## config.mk

```make
export PLATFORM = sky130hd
export DESIGN_NAME = pcie_app_bridge
export DESIGN_NICKNAME = d
export VERILOG_FILES = /design/src/design/pcie_stream_pkg.sv /design/src/design/pcie_link_pkg.sv /design/src/design/link_reset_ctrl.sv /design/src/design/tx_lane_downsizer.sv /design/src/design/rx_lane_upsizer.sv /design/src/design/pcie_app_bridge.sv
export SDC_FILE = /design/constraint.sdc
export NUM_CORES = 1
export LEC_CHECK = 0
export BUFFER_PORTS_ARGS = -buffer_cell sky130_fd_sc_hd__buf_2
export CAP_MARGIN = 40
export CORE_MARGIN = 1.5
export CORE_UTILIZATION = 53
export CTS_CLUSTER_DIAMETER = 100
export DETAILED_ROUTE_END_ITERATION = 8
export GPL_ROUTABILITY_DRIVEN = 0
export PLACE_DENSITY_LB_ADDON = 0.1
export SYNTH_ARGS = -nofsm -noshare
export SYNTH_HDL_FRONTEND = slang
export SYNTH_HIERARCHICAL = 1
export SYNTH_SLANG_ARGS = --single-unit
```

## constraint.sdc

```tcl
create_clock -name PIPE_PCLK_IN -period 6.5 [get_ports PIPE_PCLK_IN]
set_clock_uncertainty 0.1 [all_clocks]
set_input_delay 0 -clock PIPE_PCLK_IN [delete_from_list [all_inputs] [get_ports PIPE_PCLK_IN]]
set_output_delay 0 -clock PIPE_PCLK_IN [all_outputs]
set_load 0.02 [all_outputs]
```

## src/design/pcie_stream_pkg.sv

```systemverilog
package pcie_stream_pkg;

  // -------------------------------------------------------------------------
  // stream widths
  // -------------------------------------------------------------------------
  localparam int APP_DATA_W = 64;
  localparam int APP_KEEP_W = APP_DATA_W / 8;
  localparam int TLP_DATA_W = 32;
  localparam int TLP_KEEP_W = TLP_DATA_W / 8;
  localparam int USER_W     = 5;

  // 64-bit application beat, 78 bits
  typedef struct packed {
    logic [APP_DATA_W-1:0] data;
    logic [APP_KEEP_W-1:0] keep;
    logic [USER_W-1:0]     user;
    logic                  last;
  } app_beat_t;

  // 32-bit TLP word, 42 bits
  typedef struct packed {
    logic [TLP_DATA_W-1:0] data;
    logic [TLP_KEEP_W-1:0] keep;
    logic [USER_W-1:0]     user;
    logic                  last;
  } tlp_beat_t;

  // byte order reversal of one word, keep bits follow their bytes
  function automatic tlp_beat_t swap_word(input tlp_beat_t w);
    tlp_beat_t s;
    s = w;
    for (int i = 0; i < TLP_KEEP_W; i++) begin
      s.data[8*i +: 8] = w.data[8*(TLP_KEEP_W-1-i) +: 8];
      s.keep[i]        = w.keep[TLP_KEEP_W-1-i];
    end
    return s;
  endfunction

endpackage

```

## src/design/pcie_link_pkg.sv

```systemverilog
package pcie_link_pkg;

  // -------------------------------------------------------------------------
  // link bring-up
  // -------------------------------------------------------------------------

  // flops in the clock_locked synchronizer
  localparam int LOCK_SYNC_STAGES = 2;

  // down: waiting for lock and link-up
  // settle: link-up seen, counting out the settle period
  // active: both stream paths may take traffic
  typedef enum logic [1:0] {
    LINK_DOWN   = 2'd0,
    LINK_SETTLE = 2'd1,
    LINK_ACTIVE = 2'd2
  } link_state_e;

endpackage

```

## src/design/link_reset_ctrl.sv

```systemverilog
`timescale 1ns/1ps

module link_reset_ctrl
  import pcie_link_pkg::*;
#(
  parameter int LINK_SETTLE_CYCLES = 4
) (
  input  logic PIPE_PCLK_IN,
  input  logic clock_locked,
  input  logic link_up_i,
  output logic link_active_o
);

  localparam int CNT_W = (LINK_SETTLE_CYCLES > 1) ? $clog2(LINK_SETTLE_CYCLES) : 1;
  localparam logic [CNT_W-1:0] CNT_LAST = CNT_W'(LINK_SETTLE_CYCLES - 1);

  logic [LOCK_SYNC_STAGES-1:0] lock_sync_q;
  logic                        lock_ok;
  link_state_e                 state_q;
  link_state_e                 state_d;
  logic [CNT_W-1:0]            settle_cnt_q;

  // lock synchronizer, shifts in ones once the async reset releases
  always_ff @(posedge PIPE_PCLK_IN or negedge clock_locked) begin
    if (!clock_locked) begin
      lock_sync_q <= '0;
    end else begin
      lock_sync_q <= {lock_sync_q[LOCK_SYNC_STAGES-2:0], 1'b1};
    end
  end

  assign lock_ok = lock_sync_q[LOCK_SYNC_STAGES-1];

  always_comb begin
    state_d = state_q;
    case (state_q)
      LINK_DOWN: begin
        if (lock_ok && link_up_i) begin
          state_d = LINK_SETTLE;
        end
      end
      LINK_SETTLE: begin
        // any dropout restarts the settle period
        if (!link_up_i) begin
          state_d = LINK_DOWN;
        end else if (settle_cnt_q == CNT_LAST) begin
          state_d = LINK_ACTIVE;
        end
      end
      LINK_ACTIVE: begin
        if (!link_up_i) begin
          state_d = LINK_DOWN;
        end
      end
      default: state_d = LINK_DOWN;
    endcase
  end

  always_ff @(posedge PIPE_PCLK_IN or negedge clock_locked) begin
    if (!clock_locked) begin
      state_q       <= LINK_DOWN;
      settle_cnt_q  <= '0;
      link_active_o <= 1'b0;
    end else begin
      state_q       <= state_d;
      settle_cnt_q  <= (state_q == LINK_SETTLE) ? settle_cnt_q + 1'b1 : '0;
      // drops on the first cycle link-up is seen low
      link_active_o <= (state_q == LINK_ACTIVE) && link_up_i;
    end
  end

endmodule

```

## src/design/tx_lane_downsizer.sv

```systemverilog
`timescale 1ns/1ps

module tx_lane_downsizer
  import pcie_stream_pkg::*;
(
  input  logic      PIPE_PCLK_IN,
  input  logic      clock_locked,
  input  logic      path_en_i,
  input  app_beat_t app_tx_i,
  input  logic      app_tx_valid_i,
  output logic      app_tx_ready_o,
  output tlp_beat_t tlp_tx_o,
  output logic      tlp_tx_valid_o,
  input  logic      tlp_tx_ready_i
);

  // beat register, hi_sel_q set once its low half has gone out
  app_beat_t beat_q;
  logic      beat_valid_q;
  logic      hi_sel_q;

  // output word register
  tlp_beat_t word_q;
  logic      word_valid_q;

  logic      out_free;
  logic      beat_hi;
  logic      beat_done;
  logic      in_hi;
  logic      app_acc;
  logic      bypass;
  tlp_beat_t beat_word;
  tlp_beat_t in_word;

  // one half of a beat as a swapped TLP word
  function automatic tlp_beat_t split_word(input app_beat_t b, input logic hi);
    tlp_beat_t w;
    logic      has_hi;
    has_hi = |b.keep[APP_KEEP_W-1:TLP_KEEP_W];
    if (hi) begin
      w.data = b.data[APP_DATA_W-1:TLP_DATA_W];
      w.keep = b.keep[APP_KEEP_W-1:TLP_KEEP_W];
      w.last = b.last;
    end else begin
      w.data = b.data[TLP_DATA_W-1:0];
      w.keep = b.keep[TLP_KEEP_W-1:0];
      // short tail ends on the low word
      w.last = b.last && !has_hi;
    end
    w.user = b.user;
    return swap_word(w);
  endfunction

  assign out_free  = !word_valid_q || tlp_tx_ready_i;
  assign beat_hi   = |beat_q.keep[APP_KEEP_W-1:TLP_KEEP_W];
  assign beat_done = beat_valid_q && out_free && (hi_sel_q || !beat_hi);
  assign in_hi     = |app_tx_i.keep[APP_KEEP_W-1:TLP_KEEP_W];

  assign app_tx_ready_o = path_en_i && (!beat_valid_q || beat_done);
  assign app_acc        = app_tx_valid_i && app_tx_ready_o;
  // low half goes straight to the word register when nothing is queued
  assign bypass         = app_acc && out_free && !beat_valid_q;

  assign beat_word = split_word(beat_q, hi_sel_q);
  assign in_word   = split_word(app_tx_i, 1'b0);

  // -------------------------------------------------------------------------
  // control
  // -------------------------------------------------------------------------
  always_ff @(posedge PIPE_PCLK_IN or negedge clock_locked) begin
    if (!clock_locked) begin
      beat_valid_q <= 1'b0;
      hi_sel_q     <= 1'b0;
      word_valid_q <= 1'b0;
    end else begin
      if (out_free) begin
        word_valid_q <= beat_valid_q || app_acc;
      end
      if (app_acc) begin
        beat_valid_q <= bypass ? in_hi : 1'b1;
        hi_sel_q     <= bypass;
      end else if (beat_valid_q && out_free) begin
        if (beat_done) begin
          beat_valid_q <= 1'b0;
        end else begin
          hi_sel_q <= 1'b1;
        end
      end
    end
  end

  // payload, the queued beat has priority over a new one
  always_ff @(posedge PIPE_PCLK_IN) begin
    if (out_free) begin
      if (beat_valid_q) begin
        word_q <= beat_word;
      end else if (app_acc) begin
        word_q <= in_word;
      end
    end
    if (app_acc) begin
      beat_q <= app_tx_i;
    end
  end

  assign tlp_tx_o       = word_q;
  assign tlp_tx_valid_o = word_valid_q;

endmodule

```

## src/design/rx_lane_upsizer.sv

```systemverilog
`timescale 1ns/1ps

module rx_lane_upsizer
  import pcie_stream_pkg::*;
(
  input  logic      PIPE_PCLK_IN,
  input  logic      clock_locked,
  input  logic      path_en_i,
  input  tlp_beat_t tlp_rx_i,
  input  logic      tlp_rx_valid_i,
  output logic      tlp_rx_ready_o,
  output app_beat_t app_rx_o,
  output logic      app_rx_valid_o,
  input  logic      app_rx_ready_i
);

  localparam tlp_beat_t NO_WORD = '0;

  // low holding word, pairs with the next incoming word
  tlp_beat_t lo_q;
  logic      lo_valid_q;

  // output beat register
  app_beat_t out_q;
  logic      out_valid_q;

  tlp_beat_t in_word;
  logic      out_free;
  logic      lo_closed;
  logic      word_acc;
  logic      pair_done;
  logic      single_in;
  logic      out_load;
  app_beat_t beat_d;

  // first word is the low half and supplies user
  function automatic app_beat_t pack_beat(input tlp_beat_t lo, input tlp_beat_t hi);
    app_beat_t b;
    b.data = {hi.data, lo.data};
    b.keep = {hi.keep, lo.keep};
    b.user = lo.user;
    b.last = lo.last || hi.last;
    return b;
  endfunction

  assign in_word   = swap_word(tlp_rx_i);
  assign out_free  = !out_valid_q || app_rx_ready_i;
  // a held last word closes its beat alone
  assign lo_closed = lo_valid_q && lo_q.last;

  assign tlp_rx_ready_o = path_en_i && (!lo_valid_q || (out_free && !lo_q.last));
  assign word_acc       = tlp_rx_valid_i && tlp_rx_ready_o;
  assign pair_done      = word_acc && lo_valid_q;
  assign single_in      = word_acc && !lo_valid_q && in_word.last && out_free;
  assign out_load       = out_free && (lo_closed || pair_done || single_in);

  always_comb begin
    if (lo_closed) begin
      beat_d = pack_beat(lo_q, NO_WORD);
    end else if (pair_done) begin
      beat_d = pack_beat(lo_q, in_word);
    end else begin
      beat_d = pack_beat(in_word, NO_WORD);
    end
  end

  // -------------------------------------------------------------------------
  // control
  // -------------------------------------------------------------------------
  always_ff @(posedge PIPE_PCLK_IN or negedge clock_locked) begin
    if (!clock_locked) begin
      lo_valid_q  <= 1'b0;
      out_valid_q <= 1'b0;
    end else begin
      if (out_free) begin
        out_valid_q <= out_load;
      end
      if ((lo_closed && out_free) || pair_done) begin
        lo_valid_q <= 1'b0;
      end else if (word_acc && !single_in) begin
        lo_valid_q <= 1'b1;
      end
    end
  end

  always_ff @(posedge PIPE_PCLK_IN) begin
    if (out_load) begin
      out_q <= beat_d;
    end
    if (word_acc && !lo_valid_q) begin
      lo_q <= in_word;
    end
  end

  assign app_rx_o       = out_q;
  assign app_rx_valid_o = out_valid_q;

endmodule

```

## src/design/pcie_app_bridge.sv

```systemverilog
`timescale 1ns/1ps

module pcie_app_bridge
  import pcie_stream_pkg::*;
#(
  parameter int LINK_SETTLE_CYCLES = 4
) (
  input  logic      PIPE_PCLK_IN,
  input  logic      clock_locked,
  input  logic      link_up_i,
  output logic      link_active_o,
  // application transmit stream
  input  app_beat_t app_tx_i,
  input  logic      app_tx_valid_i,
  output logic      app_tx_ready_o,
  // TLP transmit stream
  output tlp_beat_t tlp_tx_o,
  output logic      tlp_tx_valid_o,
  input  logic      tlp_tx_ready_i,
  // TLP receive stream
  input  tlp_beat_t tlp_rx_i,
  input  logic      tlp_rx_valid_i,
  output logic      tlp_rx_ready_o,
  // application receive stream
  output app_beat_t app_rx_o,
  output logic      app_rx_valid_o,
  input  logic      app_rx_ready_i
);

  logic path_en;

  // -------------------------------------------------------------------------
  // lock and link-up qualification
  // -------------------------------------------------------------------------
  link_reset_ctrl #(
    .LINK_SETTLE_CYCLES(LINK_SETTLE_CYCLES)
  ) u_link_reset_ctrl (
    .PIPE_PCLK_IN (PIPE_PCLK_IN),
    .clock_locked (clock_locked),
    .link_up_i    (link_up_i),
    .link_active_o(path_en)
  );

  assign link_active_o = path_en;

  // -------------------------------------------------------------------------
  // stream paths
  // -------------------------------------------------------------------------
  tx_lane_downsizer u_tx_lane_downsizer (
    .PIPE_PCLK_IN  (PIPE_PCLK_IN),
    .clock_locked  (clock_locked),
    .path_en_i     (path_en),
    .app_tx_i      (app_tx_i),
    .app_tx_valid_i(app_tx_valid_i),
    .app_tx_ready_o(app_tx_ready_o),
    .tlp_tx_o      (tlp_tx_o),
    .tlp_tx_valid_o(tlp_tx_valid_o),
    .tlp_tx_ready_i(tlp_tx_ready_i)
  );

  rx_lane_upsizer u_rx_lane_upsizer (
    .PIPE_PCLK_IN  (PIPE_PCLK_IN),
    .clock_locked  (clock_locked),
    .path_en_i     (path_en),
    .tlp_rx_i      (tlp_rx_i),
    .tlp_rx_valid_i(tlp_rx_valid_i),
    .tlp_rx_ready_o(tlp_rx_ready_o),
    .app_rx_o      (app_rx_o),
    .app_rx_valid_o(app_rx_valid_o),
    .app_rx_ready_i(app_rx_ready_i)
  );

endmodule

```

[After elaboration in Yosys (flattened, before gate mapping)]
Index checks and enable logic that the tools add are counted.
Word-level totals
  register bits after elaboration: 252
  output and inout bits: 125
  input bits: 127
Operators by class
  bitwise gates (word level): 1
  add/sub/neg operators: 1
  multiplexer cells: 21
  equal/unequal tests: 7
  reduce and logical (&&, ||, !) cells: 51
Operators by type and width (count)
  2-to-1 mux 46 bit: 2
  2-to-1 mux 42 bit: 2
  2-to-1 mux 36 bit: 1
  logical AND 1 bit: 21
  logical OR 1 bit: 10
  2-to-1 mux 1 bit: 10
  2-to-1 mux 2 bit: 5
  zero test 1 bit: 8
  nonzero test 2 bit: 4
  OR reduction 4 bit: 2
  case mux 2 bit (3 select lines): 1
  AND reduction 2 bit: 3
  == test 2 bit (second input constant): 2
  != test 2 bit (second input constant): 2
  != test 3 x 2 -> 1 bit (second input constant): 1
  AND reduction 3 bit: 1
  adder 2 x 1 -> 2 bit (second input constant): 1
  == test 2 x 1 -> 1 bit (second input constant): 1
  zero test 2 bit: 1
  != test 2 x 1 -> 1 bit (second input constant): 1
  OR reduction 2 bit: 1
  NOT 1 bit: 1

[Logic depth before layout (Yosys ltp)]
Gate-level depths: netlist of run 1.
  depth in word-level cells: 13
  depth in mapped cells: 5
  mapped depth without buffers: 3

[Cells and area by module]
Netlist of run 1, hierarchy kept.
By module, submodules not included
  rx_lane_upsizer: sequential area each 3653.5 µm², instances 1, area an instance 4725.8 µm², cells an instance 323
  tx_lane_downsizer: sequential area each 3678.5 µm², instances 1, area an instance 4623.2 µm², cells an instance 273
  link_reset_ctrl: sequential area each 175.2 µm², instances 1, area an instance 247.7 µm², cells an instance 19

[Worst setup path before layout of run 1]
OpenSTA, ideal clock, no wires.
  kind: register to register
  start: reg u_tx_lane_downsizer/beat_q[10] in the netlist's numbering
  end: reg u_tx_lane_downsizer/beat_q[0] in the netlist's numbering, enable pin
  arrival: 4640 ps
  cell stages (with the launch flop): 4
  buffers on the path: 0
  clock period less this slack: 5280 ps
  setup time: 540 ps
  slack: 1220 ps
  path through: edfxtp_1 nor4_2 o21ai_1 a21oi_1
Between the ends
  cells in the longest elaborated chain, start to end: 7
RTL lines
  start, declared: line tx_lane_downsizer.sv:18  | app_beat_t beat_q;
  start signal, assigned: line tx_lane_downsizer.sv:102  | beat_q <= app_tx_i;
  OR reduction 4 bit: line tx_lane_downsizer.sv:55  | assign beat_hi = |beat_q.keep[APP_KEEP_W-1:TLP_KEEP_W];
  zero test 1 bit: line tx_lane_downsizer.sv:56  | assign beat_done = beat_valid_q && out_free && (hi_sel_q || !beat_hi);
  logical OR 1 bit: line tx_lane_downsizer.sv:56
  logical AND 1 bit: line tx_lane_downsizer.sv:56
  logical OR 1 bit: line tx_lane_downsizer.sv:59  | assign app_tx_ready_o = path_en_i && (!beat_valid_q || beat_done);
  logical AND 1 bit: line tx_lane_downsizer.sv:59
  logical AND 1 bit: line tx_lane_downsizer.sv:60  | assign app_acc = app_tx_valid_i && app_tx_ready_o;
  via u_tx_lane_downsizer.app_acc: line tx_lane_downsizer.sv:30  | logic app_acc;
The timed path passes the listed nets, and every way through them passes these cells.
A chain may end at the register's enable or synchronous reset.

[Final worst setup path of run 1]
  start: reg u_rx_lane_upsizer.lo_valid_q
  end: reg u_rx_lane_upsizer.out_q (netlist bit u_rx_lane_upsizer/app_rx_o[6]), enable pin
Between the ends
  cells in the longest elaborated chain, start to end: 9
RTL lines
  start, declared: line rx_lane_upsizer.sv:21  | logic lo_valid_q;
  start signal, assigned: line rx_lane_upsizer.sv:72  | lo_valid_q <= 1'b0;
  start signal, assigned: line rx_lane_upsizer.sv:79  | lo_valid_q <= 1'b0;
  start signal, assigned: line rx_lane_upsizer.sv:81  | lo_valid_q <= 1'b1;
  zero test 1 bit: line rx_lane_upsizer.sv:51, rx_lane_upsizer.sv:54
  logical OR 1 bit: line rx_lane_upsizer.sv:51  | assign tlp_rx_ready_o = path_en_i && (!lo_valid_q || (out_free && !lo_q.last));
  logical AND 1 bit: line rx_lane_upsizer.sv:51
  logical AND 1 bit: line rx_lane_upsizer.sv:52  | assign word_acc = tlp_rx_valid_i && tlp_rx_ready_o;
  logical AND 1 bit (3 in series): line rx_lane_upsizer.sv:54  | assign single_in = word_acc && !lo_valid_q && in_word.last && out_free;
  logical OR 1 bit *: line rx_lane_upsizer.sv:55  | assign out_load = out_free && (lo_closed || pair_done || single_in);
  logical AND 1 bit *: line rx_lane_upsizer.sv:55
  via u_rx_lane_upsizer.out_load: line rx_lane_upsizer.sv:33  | logic out_load;
  end signal, assigned: line rx_lane_upsizer.sv:88  | out_q <= beat_d;
  end, declared: line rx_lane_upsizer.sv:24  | app_beat_t out_q;
Mark *: on every way through the listed nets, which the timed path passes. The rest lies on a longest branch.

==> key figures, run 1 <==
Placement
  • Placement-stage cell area: ~0.011 mm^2
  • Final HPWL DP: 13300 um
  • Buffers on Ports: 251

Worst setup path
  • Crit path from: u_rx_lane_upsizer/lo_valid_q
  • CP arrival: 3210 ps
  • Cells on worst reg2reg path: 4
  • Worst R2R Setup Slack: around 3300 ps
  • CP required: ~6500 ps
  • Crit Path Max Fanout: 50
  • Startpoint Class: flop
  • CP endpoint: u_rx_lane_upsizer/app_rx_o[6]
  • Critical Path Sink Type: flop
  • Reg-to-reg startpoint: u_rx_lane_upsizer/lo_valid_q
  • Worst R2R End: u_rx_lane_upsizer/app_rx_o[6]
  • Crit Path Category: flop to flop

Routing
  • Iter 0 DRT Violations: 419
  • Antenna viol nets, final: 0
  • Vias per std cell: 5.10
  • Drt total wl: 22000 um
  • Routed wire length per instance: 17.7 um
  • Vias: 6365
  • Remaining DRCs: 0
  • DRT Pass-1 Iters: 7

Timing
  • Pins Over Slew Limit: 0
  • Final critical-path share of the clock period: 48.7%
  • Min Tclk post-route: 3170 ps
  • Final hold violations: 0
  • Unrepaired setup endpoints after global routing: no
  • Measured slew at the worst slew-check pin: around 900 ps
  • Final setup fails: 0
  • Rel. slew slack: 40.3%
  • Hold WS: ~110 ps
  • Setup TNS: 0 ps
  • Fmax: 0.316 GHz

Layout
  • Ant diodes: 0
  • Area Growth Syn to Fin: 38.7%
  • Area occupied by multi-input gates: 0.00194 mm^2
  • Commonest non-fill, non-tap cell in the layout: buf_2
  • Layout cells sized above 1: 34.9%
  • Post-route cell area: 0.0133 mm^2
  • FF+latch area: 0.00751 mm^2
  • Fillers: around 1.1k
  • Layout net count: ~1.1k
  • Final Core Density: 74.6%
  • Commonest cells after routing, fill and taps aside: 251 x buf_2, 240 x edfxtp_1, 128 x dlygate4sd3_1

Clocking
  • Root Buffer: clkbuf_16
  • Post-CTS setup buffers: 0
  • H-tree levels: 1
  • CTS tree: built
  • Clk Latency, worst-skew pair: 510 ps
  • Max clock buf depth: 3
  • Clock transition at path regs: 60 ps
  • CTS resizes: 0
  • CTS Hold Bufs: 128
  • Clock Sinks: 252
  • Total CTS buffers: 26

Outcome
  • Outcome: finished clean

Floorplanning
  • Core area: 0.0178 mm^2
  • DIE AREA: 0.0189 mm^2
  • Initial Util: ~54%
  • Die span in x: roughly 140 um
  • Rows: 49
  • Die Ht: around 140 um
  • # IOs: 252

Logic synthesis
  • Syn Area/Cell: 15.6 um^2
  • Sequential fraction of the synthesis area: 78.2%
  • Mapped Cells: ~620
  • Post-synthesis cell type count: 40
  • Async S/R FF share, synth: 4.76%
  • Main flop type after synthesis: edfxtp_1
  • Syn Std Cell Area: 0.00960 mm^2
  • Yosys reg bits: around 250
  • YS warnings: 6
  • Post-synth EDFFs: 240
  • Post-Synthesis Net Count: between 700 and 800

GRT
  • Largest net degree at the start of global routing: 62
  • First-pass GRT wire length: between 30000 and 40000 um
  • Initial antenna violation count: 0
  • Vias in the first global route: 6573
  • GRT Overall Usage: 22.8%
  • GRT overflow: 0

Pwr
  • Leakage: 0.00532 uW
  • Final Total Pwr: roughly 3600 uW
  • Max VDD drop: 0.227 mV
  • P per Cell Area: between 200 and 300 mW/mm^2

Min path
  • Worst Hold Class: primary input to flop

Job
  • Maxcap violations: 0
[logic make-up (layout without fill, tap and decap cells)]
group / count (synthesis) / after routing / synth area share (%)
compound gates: 93 / 93 / 5.63
fa+ha+maj: 1 / 1 / 0.130
other cells: 1 / 1 / 0.0391
mux: 41 / 41 / 4.34
buf+inv: 37 / 440 / 1.98
simple gates: 190 / 190 / 9.65
flops: 252 / 252 / 78.2
[cell type report]
class,count,share of cell area (%)
Tap cell,229,2.15
Multi-Input combinational cell,326,14.6
Clock inverter,9,0.686
Inverter,2,0.0564
Timing Repair Buffer,390,20.0
Clock buffer,39,6.09
Sequential cell,252,56.4
[critical path: stages (launching register included)]
cell and delay, ps:
dfrtp_2 950, a31oi_1 60, or2_2 350, nor2_4 640, buf_4 660
[sequential cells by signal, summed over array words and instances (netlist names)]
register / cells
u_rx_lane_upsizer/app_rx_o: 78
u_tx_lane_downsizer/beat_q: 78
u_tx_lane_downsizer/tlp_tx_valid_o: 1
u_link_reset_ctrl/link_active_o: 1
u_rx_lane_upsizer/lo_valid_q: 1
u_rx_lane_upsizer/lo_q: 42
u_rx_lane_upsizer/app_rx_valid_o: 1
u_link_reset_ctrl/state_q: 2
u_tx_lane_downsizer/hi_sel_q: 1
u_tx_lane_downsizer/beat_valid_q: 1
u_link_reset_ctrl/settle_cnt_q: 2
u_link_reset_ctrl/lock_sync_q: 2
u_tx_lane_downsizer/tlp_tx_o: 42
[how the worst min path moves through the flow]
stage | depth (start not counted) | end | from | slack, ps
after global routing | 2 | u_tx_lane_downsizer/beat_q[74] | app_tx_i[74] | 90
after floorplan | 0 | u_link_reset_ctrl/link_active_o | clock_locked | -400
after global placement | 1 | u_link_reset_ctrl/settle_cnt_q[1] | clock_locked | -210
after detailed placement | 1 | u_link_reset_ctrl/settle_cnt_q[1] | clock_locked | -200
final | 2 | u_tx_lane_downsizer/beat_q[60] | app_tx_i[60] | 110
after CTS | 2 | u_tx_lane_downsizer/beat_q[63] | app_tx_i[63] | 80
[synthesized netlist by cell type, drive strengths merged (3+ instances only)]
master  number  share of area, %
a21oi       41               2.2
and2        38               2.9
buf         23               1.4
clkbuf      12              0.51
dfrtp       12               3.1
edfxtp     240                75
mux2         5              0.59
mux2i       36               3.8
nand2       93               3.6
nand2b       3              0.20
nor2        44               1.7
o21ai        4              0.21
o22ai       42               2.7
[per-stage QoR]
step | std cells | setup WS, ps
3_5_place_dp | 1071 | 3310
6_report | 1247 | 3330
3_3_place_gp | 1068 | 3360
2_1_floorplan | 615 | 1220
4_1_cts | 1247 | 3300
5_1_grt | 1247 | 3130
[power by group]
group	internal, uW	switching (uW)	total [uW]
Combinational	168	126	293
Clock	935	580	1520
Sequential	1780	29.8	1810
[per-layer routing]
metal / vias up / part of all wire (%) / routed length [um] / GRT usage [%]
li1: 3049 / - / - / -
met1: 3039 / 39 / 8640 / 27.6
met2: 245 / 51 / 11200 / 40.6
met3: 32 / 8.1 / 1780 / 5.70
met4: 0 / 1.8 / 397 / 6.02
met5: - / 0 / 0 / 0
Power figures use the tool's default switching activity.
==> inputs of run 2 (changes only) <==
- clock period: 6.5 -> 2.95 ns (I/O delays scaled with it)
==> run 2 against run 1 <==
  * Sequential share of layout area increased by 0.35 points
  * Non-clock buffer count up 3
  * Flip-flop and latch count unchanged
  * Via count increased by 0.11%
  * Count of clock-buffer cells in the layout down 4
  * Total power is 110% higher
  * Final area decreased by 0.64%
  * Combinational power grew 120%
  * Core utilization decreased by 0.48 points
  * Critical path depth down 1
  * Maximum frequency increased by 48%
  * Clock power grew 110%
==> key figures, run 2 (synthesized netlist as in run 1, its figures left out) <==
Pwr
  • P per Cell Area: 588 mW/mm^2 (was 272 mW/mm^2)
  • Flop pwr share: 51.2% (was 50.1%)
  • Max VDD drop: 0.535 mV (was 0.227 mV)
  • Pint: 6150 uW (was 2890 uW)
  • Net Sw Frac: 20.9% (was 20.3%)
  • Clock power frac: 40.6% (was 41.8%)
  • Final Total Pwr: 7780 uW (was 3620 uW)
  • Switch Pwr: 1630 uW (was 735 uW)
  • Leakage: 0.00529 uW (was 0.00532 uW)
  • Comb pwr share: 8.2% (was 8.1%)

Worst setup path
  • CP top delay family: flip-flops (was simple AND/OR/NAND/NOR gates)
  • Critical Path Sink Type: flop (unchanged)
  • Buffer and inverter count on the worst path: 1 (unchanged)
  • CP cell instances: a21oi_1 > nor2_4 > buf_4 (was a31oi_1 > or2_2 > nor2_4 > buf_4)
  • Startpoint Class: flop (unchanged)
  • CP arrival: 2250 ps (was 3210 ps)
  • Crit Path Max Fanout: 24 (was 50)
  • CP required: 3060 ps (was 6540 ps)
  • Crit path largest cell delay: 670 ps (was 950 ps)
  • Crit Path Category: flop to flop (unchanged)
  • Worst R2R Setup Slack: 810 ps (was 3330 ps)
  • Crit-path slowest cell: dfrtp_2 (unchanged)

Clocking
  • Max clock buf depth: 3 (unchanged)
  • Clk Latency, worst-skew pair: 510 ps (about the same)
  • Clock transition at path regs: 60 ps (about the same)
  • Root Buffer: clkbuf_16 (unchanged)
  • CTS tree: built (unchanged)
  • CTS resizes: 0 (unchanged)
  • H-tree levels: 1 (unchanged)
  • Clock Sinks: 252 (unchanged)
  • Total CTS buffers: 26 (unchanged)

GRT
  • First-pass GRT wire length: 32500 um (was 33100 um)
  • GRT overflow: 0 (unchanged)
  • Largest net degree at the start of global routing: 79 (was 62)
  • Initial antenna violation count: 0 (unchanged)
  • Vias in the first global route: 6546 (was 6573)
  • GRT Overall Usage: 22.3% (was 22.8%)

Routing
  • Remaining DRCs: 0 (unchanged)
  • Antenna viol nets, final: 0 (unchanged)
  • DRT Pass-1 Iters: 5 (was 7)
  • Iter 0 DRT Violations: 360 (was 419)
  • Routed wire length per instance: 17.4 um (was 17.7 um)
  • Vias: 6372 (was 6365)
  • Vias per std cell: 5.10 (about the same)
  • Drt total wl: 21700 um (was 22000 um)

Layout
  • Ant diodes: 0 (unchanged)
  • Layout cells sized above 1: 34.5% (was 34.9%)
  • Fillers: 1143 (was 1112)
  • FF+latch area: 0.00751 mm^2 (about the same)
  • Layout net count: 1129 (was 1126)
  • Commonest non-fill, non-tap cell in the layout: buf_2 (unchanged)
  • Area occupied by multi-input gates: 0.00194 mm^2 (unchanged)
  • Post-route cell area: 0.0132 mm^2 (was 0.0133 mm^2)
  • Area Growth Syn to Fin: 37.8% (was 38.7%)
  • Commonest cells after routing, fill and taps aside: 251 x buf_2, 240 x edfxtp_1, 128 x dlygate4sd3_1 (unchanged)

Min path
  • Worst Hold Class: primary input to flop (unchanged)

Timing
  • Final hold violations: 0 (unchanged)
  • Min Tclk post-route: 2140 ps (was 3170 ps)
  • Fmax: 0.467 GHz (was 0.316 GHz)
  • Setup TNS: 0 ps (unchanged)
  • Unrepaired setup endpoints after global routing: no (unchanged)
  • Final setup fails: 0 (unchanged)
  • Pins Over Slew Limit: 0 (unchanged)
  • Rel. slew slack: 55.3% (was 40.3%)
  • Hold WS: 98.5 ps (was 106 ps)
  • Measured slew at the worst slew-check pin: 669 ps (was 896 ps)
  • Final critical-path share of the clock period: 72.6% (was 48.7%)

Outcome
  • Outcome: finished clean (unchanged)

Floorplanning
  • # IOs: 252 (unchanged)
  • Rows: 49 (unchanged)
  • Die span in x: 138 um (unchanged)
  • Die Ht: 138 um (unchanged)
  • Core area: 0.0178 mm^2 (unchanged)
  • DIE AREA: 0.0189 mm^2 (unchanged)
  • Initial Util: 53.8% (unchanged)

Placement
  • Final HPWL DP: 13000 um (was 13300 um)
  • Placement-stage cell area: 0.0111 mm^2 (about the same)
  • Buffers on Ports: 251 (unchanged)

Job
  • Maxcap violations: 0 (unchanged)
[run 2: cell count changes in the layout (fill, tap and decap cells not counted), moves of 2 or more]
cell / change
clkbuf_8: -8
buf_4: +5
clkbuf_1: +4
clkinv_2: +2
[run 2: worst register-to-register path, cell delays in order (launching register included)]
cell,delay [ps]
dfrtp_2,670
a21oi_1,160
nor2_4,550
buf_4,360
[run 2: path summary, 6_finish.rpt]
path | cells past startpoint | start | endpoint
min | 2 | app_tx_i[61] | u_tx_lane_downsizer/beat_q[61]
max in group asynchronous | 3 | clock_locked | u_tx_lane_downsizer/beat_valid_q
min in group asynchronous | 3 | clock_locked | u_rx_lane_upsizer/lo_valid_q
max | 3 | u_tx_lane_downsizer/beat_valid_q | u_tx_lane_downsizer/tlp_tx_o[20]
min reg2reg | 0 | u_link_reset_ctrl/lock_sync_q[0] | u_link_reset_ctrl/lock_sync_q[1]
max reg2reg | 3 | u_tx_lane_downsizer/beat_valid_q | u_tx_lane_downsizer/tlp_tx_o[20]
[run 2: what timing repair did]
item	CTS	global route
hold buffers	128	0
buffers inserted	0	0
setup endpoints to repair	0	0
endpoints found under the hold margin	265	0
[run 2: stage by stage]
stage	instances	setup slack, ps	util (%)
2_1_floorplan	615	223	-
3_3_place_gp	1074	847	62.3
3_5_place_dp	1074	787	62.3
4_1_cts	1250	806	74.1
5_1_grt	1250	686	74.1
6_report	1250	807	74.1
[run 2: area by class of cell]
cell class,instances,area share (%)
clock buffers,35,5.41
clock inverters,13,0.851
inverters,2,0.0568
multi-input cells,326,14.7
flip-flops and latches,252,56.8
well taps,229,2.17
repair buffers,393,20.1
[run 2: routing by layer]
layer / GRT usage (%) / up-vias / wire length [um]
met4: 7.37 / 0 / 529
met3: 5.85 / 43 / 1690
met5: 0 / - / 0
met2: 38.2 / 229 / 10800
li1: - / 3052 / -
met1: 27.8 / 3048 / 8710
[run 2: power by group through the flow]
stage          Sequential (uW)  Clock [uW]  Combinational, uW
2_1_floorplan             4020           0                374
3_3_place_gp              4050           0                480
3_5_place_dp              4060           0                497
4_1_cts                   3980        3220                634
5_1_grt                   3980        3360                688
6_report                  3980        3160                639
